==> config.mk <==
export PLATFORM = sky130hd
export DESIGN_NAME = board_top
export DESIGN_NICKNAME = d
export VERILOG_FILES = /design/src/rtl/board_pkg.sv /design/src/rtl/board_cfg_if.sv /design/src/rtl/board_top.sv /design/src/rtl/game_reset_gen.sv /design/src/rtl/board_control.sv /design/src/rtl/input_mapper.sv /design/src/rtl/joy_4way_filter.sv /design/src/rtl/dip_decode.sv
export VERILOG_INCLUDE_DIRS = /design/src /design/src/include
export SDC_FILE = /design/constraint.sdc
export NUM_CORES = 1
export LEC_CHECK = 0
export BUFFER_PORTS_ARGS = -buffer_cell sky130_fd_sc_hd__clkbuf_2
export CORE_ASPECT_RATIO = 0.8
export CORE_MARGIN = 10
export CORE_UTILIZATION = 47
export CTS_CLUSTER_DIAMETER = 100
export DETAILED_ROUTE_END_ITERATION = 16
export GPL_ROUTABILITY_DRIVEN = 0
export PLACE_DENSITY_LB_ADDON = 0.1
export SYNTH_ARGS = -nofsm -noshare
export SYNTH_HDL_FRONTEND = slang
export SYNTH_HIERARCHICAL = 1
export SYNTH_SLANG_ARGS = --single-unit
==> constraint.sdc <==
create_clock -name clk_sys -period 2.5 [get_ports clk_sys]
set_input_delay 0.125 -clock clk_sys [delete_from_list [all_inputs] [get_ports clk_sys]]
set_output_delay 0.125 -clock clk_sys [all_outputs]
set_load 0.01 [all_outputs]
==> src/include/board_defs.svh <==
// board wrapper constants
`ifndef BOARD_DEFS_SVH
`define BOARD_DEFS_SVH

// game input layout
`define BOARD_BUTTONS       2
`define BOARD_RAW_JOY_W     16
`define BOARD_JOY_W         10
`define BOARD_DIR_W         4     // 0 right, 1 left, 2 down, 3 up

// extra buttons push the system bits up
`define BOARD_START_BIT     (6 + `BOARD_BUTTONS - 2)
`define BOARD_COIN_BIT      (7 + `BOARD_BUTTONS - 2)
`define BOARD_PAUSE_BIT     (8 + `BOARD_BUTTONS - 2)

// cycles game_rst is held after its sources drop
`define BOARD_GAME_RST_LEN  16

// status word fields
`define BOARD_ST_ROT        2
`define BOARD_ST_FLIP       3
`define BOARD_ST_TEST       4
`define BOARD_ST_PAUSE      7
`define BOARD_ST_FX_LO      8     // two bits wide

// core_mod bits
`define BOARD_MOD_4WAY      1

`endif
==> src/rtl/board_pkg.sv <==
// board input types

`include "board_defs.svh"

package board_pkg;

    // joystick as delivered by the board
    typedef logic [`BOARD_RAW_JOY_W-1:0] raw_joy_t;

    // joystick as seen by the game core
    typedef logic [`BOARD_JOY_W-1:0] game_joy_t;

    // one group of direction bits
    typedef logic [`BOARD_DIR_W-1:0] dir_t;

    // last axis pressed on its own, used by the 4-way filter
    typedef enum logic [1:0] {
        axis_none,
        axis_horiz,
        axis_vert
    } joy_axis_e;

endpackage

==> src/rtl/board_cfg_if.sv <==
// decoded board settings

`timescale 1ns/1ps

interface board_cfg_if;

    logic rot_control;  // swap control axes
    logic osd_pause;    // pause request from the OSD
    logic dip_flip;
    logic en4way;       // 4-way joystick filter on
    logic game_pause;

    // settings decoder
    modport dec (output rot_control, osd_pause, dip_flip, en4way, input game_pause);

    // pause and gfx toggles
    modport ctrl (output game_pause, input osd_pause);

    modport map (input rot_control, en4way);

    // flip change triggers a game reset
    modport rst_src (input dip_flip);

endinterface

==> src/rtl/board_top.sv <==
// arcade board input top level

`timescale 1ns/1ps

module board_top (
    input  logic                  clk_sys,
    input  logic                  rst,
    input  logic                  rst_req,
    input  logic                  downloading,
    input  logic [ 6:0]           core_mod,
    input  logic [31:0]           status,
    input  board_pkg::raw_joy_t   board_joystick1,
    input  board_pkg::raw_joy_t   board_joystick2,
    input  board_pkg::raw_joy_t   board_joystick3,
    input  board_pkg::raw_joy_t   board_joystick4,
    // decoded keyboard
    input  board_pkg::game_joy_t  key_joy1,
    input  board_pkg::game_joy_t  key_joy2,
    input  board_pkg::game_joy_t  key_joy3,
    input  logic [ 3:0]           key_start,
    input  logic [ 3:0]           key_coin,
    input  logic                  key_service,
    input  logic                  key_reset,
    input  logic                  key_pause,
    input  logic [ 3:0]           key_gfx,
    output logic                  game_rst,
    output logic                  game_rst_n,
    output board_pkg::game_joy_t  game_joystick1,
    output board_pkg::game_joy_t  game_joystick2,
    output board_pkg::game_joy_t  game_joystick3,
    output board_pkg::game_joy_t  game_joystick4,
    output logic [ 3:0]           game_coin,
    output logic [ 3:0]           game_start,
    output logic                  game_service,
    output logic                  dip_test,
    output logic                  dip_pause,
    output logic [ 1:0]           dip_fxlevel,
    output logic [ 3:0]           gfx_en
);

    logic joy_pause;
    logic soft_rst;

    board_cfg_if cfg ();

    dip_decode u_dip (
        .clk_sys, .rst, .status, .core_mod,
        .cfg         (cfg.dec),
        .dip_test, .dip_pause, .dip_fxlevel
    );

    input_mapper u_map (
        .clk_sys, .rst,
        .board_joystick1, .board_joystick2, .board_joystick3, .board_joystick4,
        .key_joy1, .key_joy2, .key_joy3, .key_start, .key_coin, .key_service,
        .cfg         (cfg.map),
        .game_joystick1, .game_joystick2, .game_joystick3, .game_joystick4,
        .game_coin, .game_start, .game_service,
        .joy_pause   (joy_pause)
    );

    board_control u_ctrl (
        .clk_sys, .rst, .key_reset, .key_pause,
        .joy_pause   (joy_pause),
        .downloading, .key_gfx,
        .cfg         (cfg.ctrl),
        .soft_rst    (soft_rst),
        .gfx_en
    );

    game_reset_gen u_rst (
        .clk_sys, .rst, .rst_req, .downloading,
        .soft_rst    (soft_rst),
        .cfg         (cfg.rst_src),
        .game_rst, .game_rst_n
    );

endmodule

==> src/rtl/game_reset_gen.sv <==
// game reset stretcher

`timescale 1ns/1ps

`include "board_defs.svh"

module game_reset_gen (
    input  logic          clk_sys,
    input  logic          rst,
    input  logic          rst_req,
    input  logic          downloading,
    input  logic          soft_rst,
    board_cfg_if.rst_src  cfg,
    output logic          game_rst,
    output logic          game_rst_n
);

    localparam int CNT_W = $clog2(`BOARD_GAME_RST_LEN + 1);

    logic [CNT_W-1:0] rst_cnt;
    logic             last_flip;
    logic             pre_rst_n;
    logic             rst_src;

    always_ff @(posedge clk_sys) last_flip <= cfg.dip_flip; // flip history

    assign rst_src = rst | rst_req | downloading | soft_rst | (last_flip != cfg.dip_flip);

    // counter restarts while any source is high
    always_ff @(posedge clk_sys) begin
        if (rst_src) begin
            rst_cnt  <= '0;
            game_rst <= 1'b1;
        end else if (rst_cnt != CNT_W'(`BOARD_GAME_RST_LEN)) begin
            rst_cnt  <= rst_cnt + 1'b1;
            game_rst <= 1'b1;
        end else begin
            game_rst <= 1'b0;
        end
    end

    // two-stage release of the active-low copy
    always_ff @(posedge clk_sys) begin
        if (rst || game_rst) begin
            pre_rst_n  <= 1'b0;
            game_rst_n <= 1'b0;
        end else begin
            pre_rst_n  <= 1'b1;
            game_rst_n <= pre_rst_n;
        end
    end

endmodule

==> src/rtl/board_control.sv <==
// pause, soft reset and gfx toggles

`timescale 1ns/1ps

module board_control (
    input  logic        clk_sys,
    input  logic        rst,
    input  logic        key_reset,
    input  logic        key_pause,
    input  logic        joy_pause,
    input  logic        downloading,
    input  logic [3:0]  key_gfx,
    board_cfg_if.ctrl   cfg,
    output logic        soft_rst,
    output logic [3:0]  gfx_en
);

    logic       last_reset;
    logic       last_key_pause;
    logic       last_joy_pause;
    logic       last_osd_pause;
    logic [3:0] last_gfx;
    logic       pause_edge;

    // any of the three pause sources toggles
    assign pause_edge = (key_pause && !last_key_pause) ||
                        (joy_pause && !last_joy_pause) ||
                        (cfg.osd_pause && !last_osd_pause);

    always_ff @(posedge clk_sys) begin
        if (rst) begin
            last_reset     <= 1'b0;
            last_key_pause <= 1'b0;
            last_joy_pause <= 1'b0;
            last_osd_pause <= 1'b0;
            last_gfx       <= 4'h0;
            soft_rst       <= 1'b0;
            cfg.game_pause <= 1'b0;
            gfx_en         <= 4'hf;   // all layers on
        end else begin
            last_reset     <= key_reset;
            last_key_pause <= key_pause;
            last_joy_pause <= joy_pause;
            last_osd_pause <= cfg.osd_pause;
            last_gfx       <= key_gfx;
            soft_rst       <= key_reset && !last_reset;  // one cycle pulse
            if (downloading) begin
                cfg.game_pause <= 1'b0;
            end else if (pause_edge) begin
                cfg.game_pause <= ~cfg.game_pause;
            end
            for (int i = 0; i < 4; i++) begin
                if (key_gfx[i] && !last_gfx[i]) gfx_en[i] <= ~gfx_en[i];
            end
        end
    end

endmodule

==> src/rtl/input_mapper.sv <==
// game input mapper

`timescale 1ns/1ps

`include "board_defs.svh"

module input_mapper (
    input  logic                  clk_sys,
    input  logic                  rst,
    input  board_pkg::raw_joy_t   board_joystick1,
    input  board_pkg::raw_joy_t   board_joystick2,
    input  board_pkg::raw_joy_t   board_joystick3,
    input  board_pkg::raw_joy_t   board_joystick4,
    input  board_pkg::game_joy_t  key_joy1,
    input  board_pkg::game_joy_t  key_joy2,
    input  board_pkg::game_joy_t  key_joy3,
    input  logic [3:0]            key_start,
    input  logic [3:0]            key_coin,
    input  logic                  key_service,
    board_cfg_if.map              cfg,
    output board_pkg::game_joy_t  game_joystick1,
    output board_pkg::game_joy_t  game_joystick2,
    output board_pkg::game_joy_t  game_joystick3,
    output board_pkg::game_joy_t  game_joystick4,
    output logic [3:0]            game_coin,
    output logic [3:0]            game_start,
    output logic                  game_service,
    output logic                  joy_pause
);

    board_pkg::raw_joy_t  raw      [4];
    board_pkg::raw_joy_t  joy_sync [4];
    board_pkg::game_joy_t key_joy  [4];
    board_pkg::game_joy_t game_joy [4];
    board_pkg::dir_t      joy4     [4];

    // swaps right/left and down/up
    function automatic board_pkg::game_joy_t rotate_joy(input board_pkg::game_joy_t j,
                                                         input logic rot);
        if (!rot) begin
            return j;
        end
        return {j[`BOARD_JOY_W-1:4], j[2], j[3], j[0], j[1]};
    endfunction

    assign raw     = '{board_joystick1, board_joystick2, board_joystick3, board_joystick4};
    assign key_joy = '{key_joy1, key_joy2, key_joy3, '0}; // no keys for player 4

    for (genvar p = 0; p < 4; p++) begin : g_filt
        joy_4way_filter u_filt (
            .clk_sys (clk_sys),
            .rst     (rst),
            .enable  (cfg.en4way),
            .joy8    (raw[p][`BOARD_DIR_W-1:0]),
            .joy4    (joy4[p])
        );
    end

    always_ff @(posedge clk_sys) begin
        for (int i = 0; i < 4; i++) begin
            joy_sync[i] <= {raw[i][`BOARD_RAW_JOY_W-1:`BOARD_DIR_W], joy4[i]};
        end
    end

    // merged with keys, rotated, then made active low
    always_ff @(posedge clk_sys) begin
        for (int i = 0; i < 4; i++) begin
            game_joy[i]   <= ~rotate_joy(joy_sync[i][`BOARD_JOY_W-1:0] | key_joy[i],
                                         cfg.rot_control);
            game_coin[i]  <= ~(joy_sync[i][`BOARD_COIN_BIT] | key_coin[i]);
            game_start[i] <= ~(joy_sync[i][`BOARD_START_BIT] | key_start[i]);
        end
        game_service <= ~key_service;
    end

    assign game_joystick1 = game_joy[0];
    assign game_joystick2 = game_joy[1];
    assign game_joystick3 = game_joy[2];
    assign game_joystick4 = game_joy[3];

    assign joy_pause = joy_sync[0][`BOARD_PAUSE_BIT] | joy_sync[1][`BOARD_PAUSE_BIT];

endmodule

==> src/rtl/joy_4way_filter.sv <==
// 4-way joystick filter

`timescale 1ns/1ps

module joy_4way_filter (
    input  logic              clk_sys,
    input  logic              rst,
    input  logic              enable,
    input  board_pkg::dir_t   joy8,
    output board_pkg::dir_t   joy4
);

    board_pkg::joy_axis_e last_axis;
    logic horiz;
    logic vert;

    assign horiz = |joy8[1:0];  // right or left
    assign vert  = |joy8[3:2];  // down or up

    // remember the axis of the last single-axis press
    always_ff @(posedge clk_sys) begin
        if (rst) begin
            last_axis <= board_pkg::axis_none;
        end else if (horiz && !vert) begin
            last_axis <= board_pkg::axis_horiz;
        end else if (vert && !horiz) begin
            last_axis <= board_pkg::axis_vert;
        end
    end

    // on a diagonal keep only the remembered axis
    always_comb begin
        joy4 = joy8;
        if (enable && horiz && vert) begin
            if (last_axis == board_pkg::axis_horiz) begin
                joy4 = {2'b00, joy8[1:0]};
            end else begin
                joy4 = {joy8[3:2], 2'b00}; // vertical wins by default
            end
        end
    end

endmodule

==> src/rtl/dip_decode.sv <==
// status word decoder

`timescale 1ns/1ps

`include "board_defs.svh"

module dip_decode (
    input  logic        clk_sys,
    input  logic        rst,
    input  logic [31:0] status,
    input  logic [ 6:0] core_mod,
    board_cfg_if.dec    cfg,
    output logic        dip_test,
    output logic        dip_pause,
    output logic [ 1:0] dip_fxlevel
);

    // plain mirrors of the status fields
    always_ff @(posedge clk_sys) begin
        cfg.rot_control <= status[`BOARD_ST_ROT];
        cfg.dip_flip    <= status[`BOARD_ST_FLIP];
        cfg.en4way      <= core_mod[`BOARD_MOD_4WAY];
        dip_test        <= ~status[`BOARD_ST_TEST];   // active low
        dip_fxlevel     <= status[`BOARD_ST_FX_LO +: 2];
    end

    // pause state feeds the control edge detector
    always_ff @(posedge clk_sys) begin
        if (rst) begin
            cfg.osd_pause <= 1'b0;
            dip_pause     <= 1'b1;    // running
        end else begin
            cfg.osd_pause <= status[`BOARD_ST_PAUSE];
            dip_pause     <= ~(cfg.game_pause | status[`BOARD_ST_PAUSE]);
        end
    end

endmodule

* Word-level counts from Yosys, hierarchy flattened
Memory sizes are Yosys's and may differ from the RTL's. Index checks and enable logic that the tools add are counted.
Operators by class: $add $sub $neg 1, eq/ne operators 6, mux-type cells 22, bitwise logic cells 37, reduce and logical (&&, ||, !) cells 60
Operator list (number):
- $mux 4 | 12
- $not 10->10 | 4
- $or 10x10->10 | 3
- $reduce_or 2->1 | 13
- $logic_and 1x1->1 | 24
- $logic_not 1->1 | 16
- $not 1->1 | 16
- $or 1x1->1 | 14
- $mux 1 | 10
- $eq 2x1->1 const B | 4
- $reduce_bool 2->1 | 4
- $add 5x1->5 const B | 1
- $ne 5x5->1 const B | 1
- $logic_or 1x1->1 | 3
- $ne 1x1->1 | 1
Storage, ports and cells: bits in registers 48, RAM bits 104, input bits 152, output and inout port bits 59, logic and storage cells 162, memories 2
Memories:
- u_map.joy_sync | words 4, width 16, rd ports 4, clocked after memory_dff 0, write ports 4, line input_mapper.sv:32 | board_pkg::raw_joy_t joy_sync [4];
- u_map.game_joy | words 4, width 10, rd ports 4, clocked after memory_dff 0, write ports 4, line input_mapper.sv:34 | board_pkg::game_joy_t game_joy [4];

* Logic depth before layout (Yosys ltp)
word-level depth 5, mapped depth 6

* Hierarchy
Netlist, hierarchy kept.
By module, submodules not included:
- input_mapper | instances 1, cells each 153, area each 2185.8 µm², sequential area each 1781.7 µm²
- joy_4way_filter | instances 4, cells each 22, area each 166.4 µm², sequential area each 40.0 µm²
- board_control | instances 1, cells each 42, area each 483.0 µm², sequential area each 280.3 µm²
- game_reset_gen | instances 1, cells each 33, area each 374.1 µm², sequential area each 180.2 µm²
- dip_decode | instances 1, cells each 11, area each 177.7 µm², sequential area each 160.2 µm²

* Worst setup path before layout
Ideal clock, no wire load.
path kind register -> register, start register u_rst.rst_cnt[0], end register u_rst.rst_cnt[1], setup time 0.115 ns, data arrival time 1.046 ns, path slack 1.339 ns, cell stages (with the launch flop) 7, path through dfxtp_1 > inv_1 > ha_1 > and4bb_1 > buf_6 > mux2i_1 > nor2_1
Between the ends: cells in the longest elaborated chain, start to end 1, elaborated cells between the ends (all ways) 2, those cells by class add/sub (1); eq/ne (1)
Ends and longest elaborated chain:
- start, declared | line game_reset_gen.sv:20 | logic [CNT_W-1:0] rst_cnt;
- start signal, assigned | line game_reset_gen.sv:35 | rst_cnt <= rst_cnt + 1'b1;
- $add 5x1->5 or $ne 5x5->1 (tied branches) | line game_reset_gen.sv:35, game_reset_gen.sv:34
Several ways; a longest one is shown, not always the timed one. A chain may end at the register's enable or synchronous reset.

==> flow_summary.yaml <==
grt:
  grt_usage_pct: 16.47
  grt_first_pass_wirelength_mm: 16.13
  antenna_found_initial: 0
  grt_pass1_vias: 3357
  gr-total-overflow: 0
  grt_max_degree: 26
min_path:
  holdCritStartpoint: "key_joy3[3]"
  hold_depth: 3
  hold_class: "in2reg"
floorplan:
  die-height_um: 101.3
  fp-row-count: 29
  die_area_sq_mm: 0.01233
  start_util_pct: 48.68
  dieWidth_um: 121.7
  ios: 211
  coreArea_sq_mm: 0.007983
cells_and_area:
  fillers: 484
  fin_cells: 719
  n_antenna_cell: 0
  drive_above_1_share_pct: 34.86
  multiInputGateArea_sq_mm: 0.001149
  nNetsFinal: 760
  seq_area_sq_mm: 0.002562
  syn2layout_area_growth_pct: 64.97
  finalInstanceArea_sq_mm: 0.006411
synthesis:
  ys_seq_area_share_pct: 65.94
  yosys_warnings: 6
  syn-mean-instance-area_sq_um: 11.88
  ys_ff_latch: 128
  netlist_area_sq_mm: 0.003886
  netlist_instances: 327
  synth_cell_type_count: 31
  synthesis.nets: 489
critical_path:
  reg2reg_depth: 2
  cp_max_fo: 16
  rr_startpoint: "u_dip/cfg.rot_control$_DFF_P_"
  crit_start: "u_dip/cfg.rot_control$_DFF_P_"
  cp.required_ns: 2.89
  critical_path_class: "reg2reg"
  crit_arrival_ns: 2.35
  worstSetupStartpointType: "flop"
  critPathCaptureType: "flop"
clock_network:
  cts.clk_slew.worst_paths_ns: 0.06
  cts_root_buf: "clkbuf_8"
  cts_buffers: 17
  cts.sinks: 128
  cts_tree: "done"
  post_cts_buffers: 0
  cts_resized: 0
  clock_latency_ns: 0.50
  postCtsHoldBufs: 102
  cts_max_level: 4
  cts_max_path_buffers: 2
timing:
  worst_clock_skew_ns: 0.007919
  period_minus_slack_ns: 1.968
  tightest_slew_ns: 0.8793
  slew_headroom_pct: 41.30
  rsz0062_at_grt: "no"
  max_clock_freq_mhz: 508.0
  finalHoldViolCount: 0
  drv_slew: 0
  setup_viol: 0
  tns_ns: 0
  period_share_pct: 78.73
pwr:
  sw_frac_of_total_pct: 21.45
  ir_drop_mv: 0.6427
  p_switching_mw: 1.143
  power.density_mw_per_mm2: 831.0
  leakage_nw: 3.129
  total_power_mw: 5.328
  combinationalPowerShare_pct: 8.8
  power.internal_mw: 4.185
  pwr-share-seq_pct: 41.5
  p_clk_share_pct: 49.7
flow_run:
  drv_cap: 0
drt:
  routedWlPerCell_um: 13.97
  antenna_left: 0
  wl_mm: 10.04
  drt_iter0_drc: 84
  num_vias: 3085
  viasPerCell: 4.291
  dr.pass1.iters: 4
  drcViolationCount: 0
placed_design:
  place_area_sq_mm: 0.004745
  hpwl_mm: 6.141
  portBuffers: 154
  placedCellCount: 585
status:
  status: "finished clean"
## sequential cells by signal, summed over array words and instances (netlist names), 2 cells and up
signal                         flops
u_ctrl/gfx_en                      4
u_dip/dip_fxlevel                  2
u_ctrl/last_gfx                    4
u_map/game_coin                    4
u_map/game_joy                    40
u_rst/rst_cnt                      5
u_map/g_filt.u_filt/last_axis      8
u_map/joy_sync                    40
u_map/game_start                   4
## kinds of logic (layout without fill, tap and decap cells)
group                      Yosys count  in the layout  synth area share (%)
xor gates and xnor gates             9              9                 2.028
and+or+nand+nor                    103            103                 14.94
AOI/OAI and AO/OA                   18             18                 2.994
DFF                                128            128                 65.94
buffers and inverters               38            322                 4.507
adders and majority gates           10             10                 3.220
muxes                               21             21                 6.375
## metrics by stage
step	util, %	hold slack [ns]	worst slack, ns
after global routing	80.31	0.03233	0.4210
after global placement	59.44	0.2273	1.126
after detailed placement	59.44	0.2289	1.099
after CTS	80.31	0.0005305	0.5499
after floorplan	-	0.1527	1.339
final	80.31	0.01713	0.5316
## synthesized netlist by cell type (all sizes together)
| library cell | n | area, sq um |
|---|---|---|
| dfxtp | 128 | 2562 |
| nor2 | 50 | 187.7 |
| inv | 34 | 127.6 |
| nor2b | 21 | 141.4 |
| a31oi | 16 | 100.1 |
| mux2 | 12 | 157.7 |
| ha | 10 | 125.1 |
| mux2i | 9 | 90.09 |
| or2 | 9 | 76.33 |
| xnor2 | 7 | 61.31 |
| nor3 | 6 | 40.04 |
| buf | 4 | 47.54 |
| nand2b | 4 | 25.02 |
| or2b | 4 | 30.03 |
| nand3 | 3 | 15.01 |
| nor4 | 3 | 40.04 |
| xor2 | 2 | 17.52 |
| and2 | 1 | 6.260 |
| and4bb | 1 | 12.51 |
| nand2 | 1 | 6.260 |
| o21bai | 1 | 7.510 |
| o31a | 1 | 8.760 |
## power groups by stage
stage,clock [mW],combinational [mW],sequential [mW]
after floorplan,0,0.140,2.28
after global placement,0,0.319,2.25
after detailed placement,0,0.327,2.25
after CTS,2.69,0.462,2.21
after global routing,2.79,0.514,2.23
final,2.65,0.469,2.21
## final cells by class
cell class | count | share of cell area (%)
Tap cell | 108 | 2.108
Inverter | 34 | 1.991
Sequential cell | 128 | 39.97
Timing Repair Buffer | 256 | 27.95
Clock inverter | 14 | 3.552
Clock buffer | 18 | 6.518
Multi-Input combinational cell | 161 | 17.92
## routing by layer
metal | wire, um | vias to the layer above | share of wire [%] | global-route usage [%]
met4 | 92 | 0 | 0.92 | 5.581
met5 | 0 | - | 0 | 0
met2 | 5287 | 94 | 53 | 30.49
met3 | 771 | 9 | 7.7 | 7.115
met1 | 3892 | 1398 | 39 | 16.19
li1 | - | 1584 | - | -
## cell usage in the layout (no fill, tap or decap), types with 3 or more instances in the layout
master / Yosys / final
clkbuf_2: 0 / 154
dfxtp_1: 128 / 128
dlygate4sd3_1: 0 / 102
nor2_1: 50 / 50
inv_1: 34 / 34
nor2b_1: 19 / 19
clkbuf_16: 0 / 16
a31oi_1: 16 / 16
ha_1: 10 / 10
mux2i_1: 9 / 9
or2_4: 8 / 8
xnor2_1: 7 / 7
mux2_4: 6 / 6
mux2_2: 6 / 6
bufinv_16: 0 / 5
clkinv_4: 0 / 4
inv_6: 0 / 4
nand2b_1: 4 / 4
or2b_1: 4 / 4
nor3_1: 4 / 4
nand3_1: 3 / 3
## final timing paths
kind / endpoint / slack, ns
max reg2reg: u_map/game_joy[0][1]$_DFF_P_ / 0.53
min reg2reg: u_map/game_joy[3][4]$_DFF_P_ / 0.36
min: u_map/game_joy[2][3]$_DFF_P_ / 0.02
max: u_map/game_joy[0][1]$_DFF_P_ / 0.53
## worst max-delay path, cell delays in order, from the launching register on
cell	delay, ns
dfxtp_1	0.89
mux2_2	0.41
dlygate4sd3_1	0.55
(Power assumes the default switching activity.)
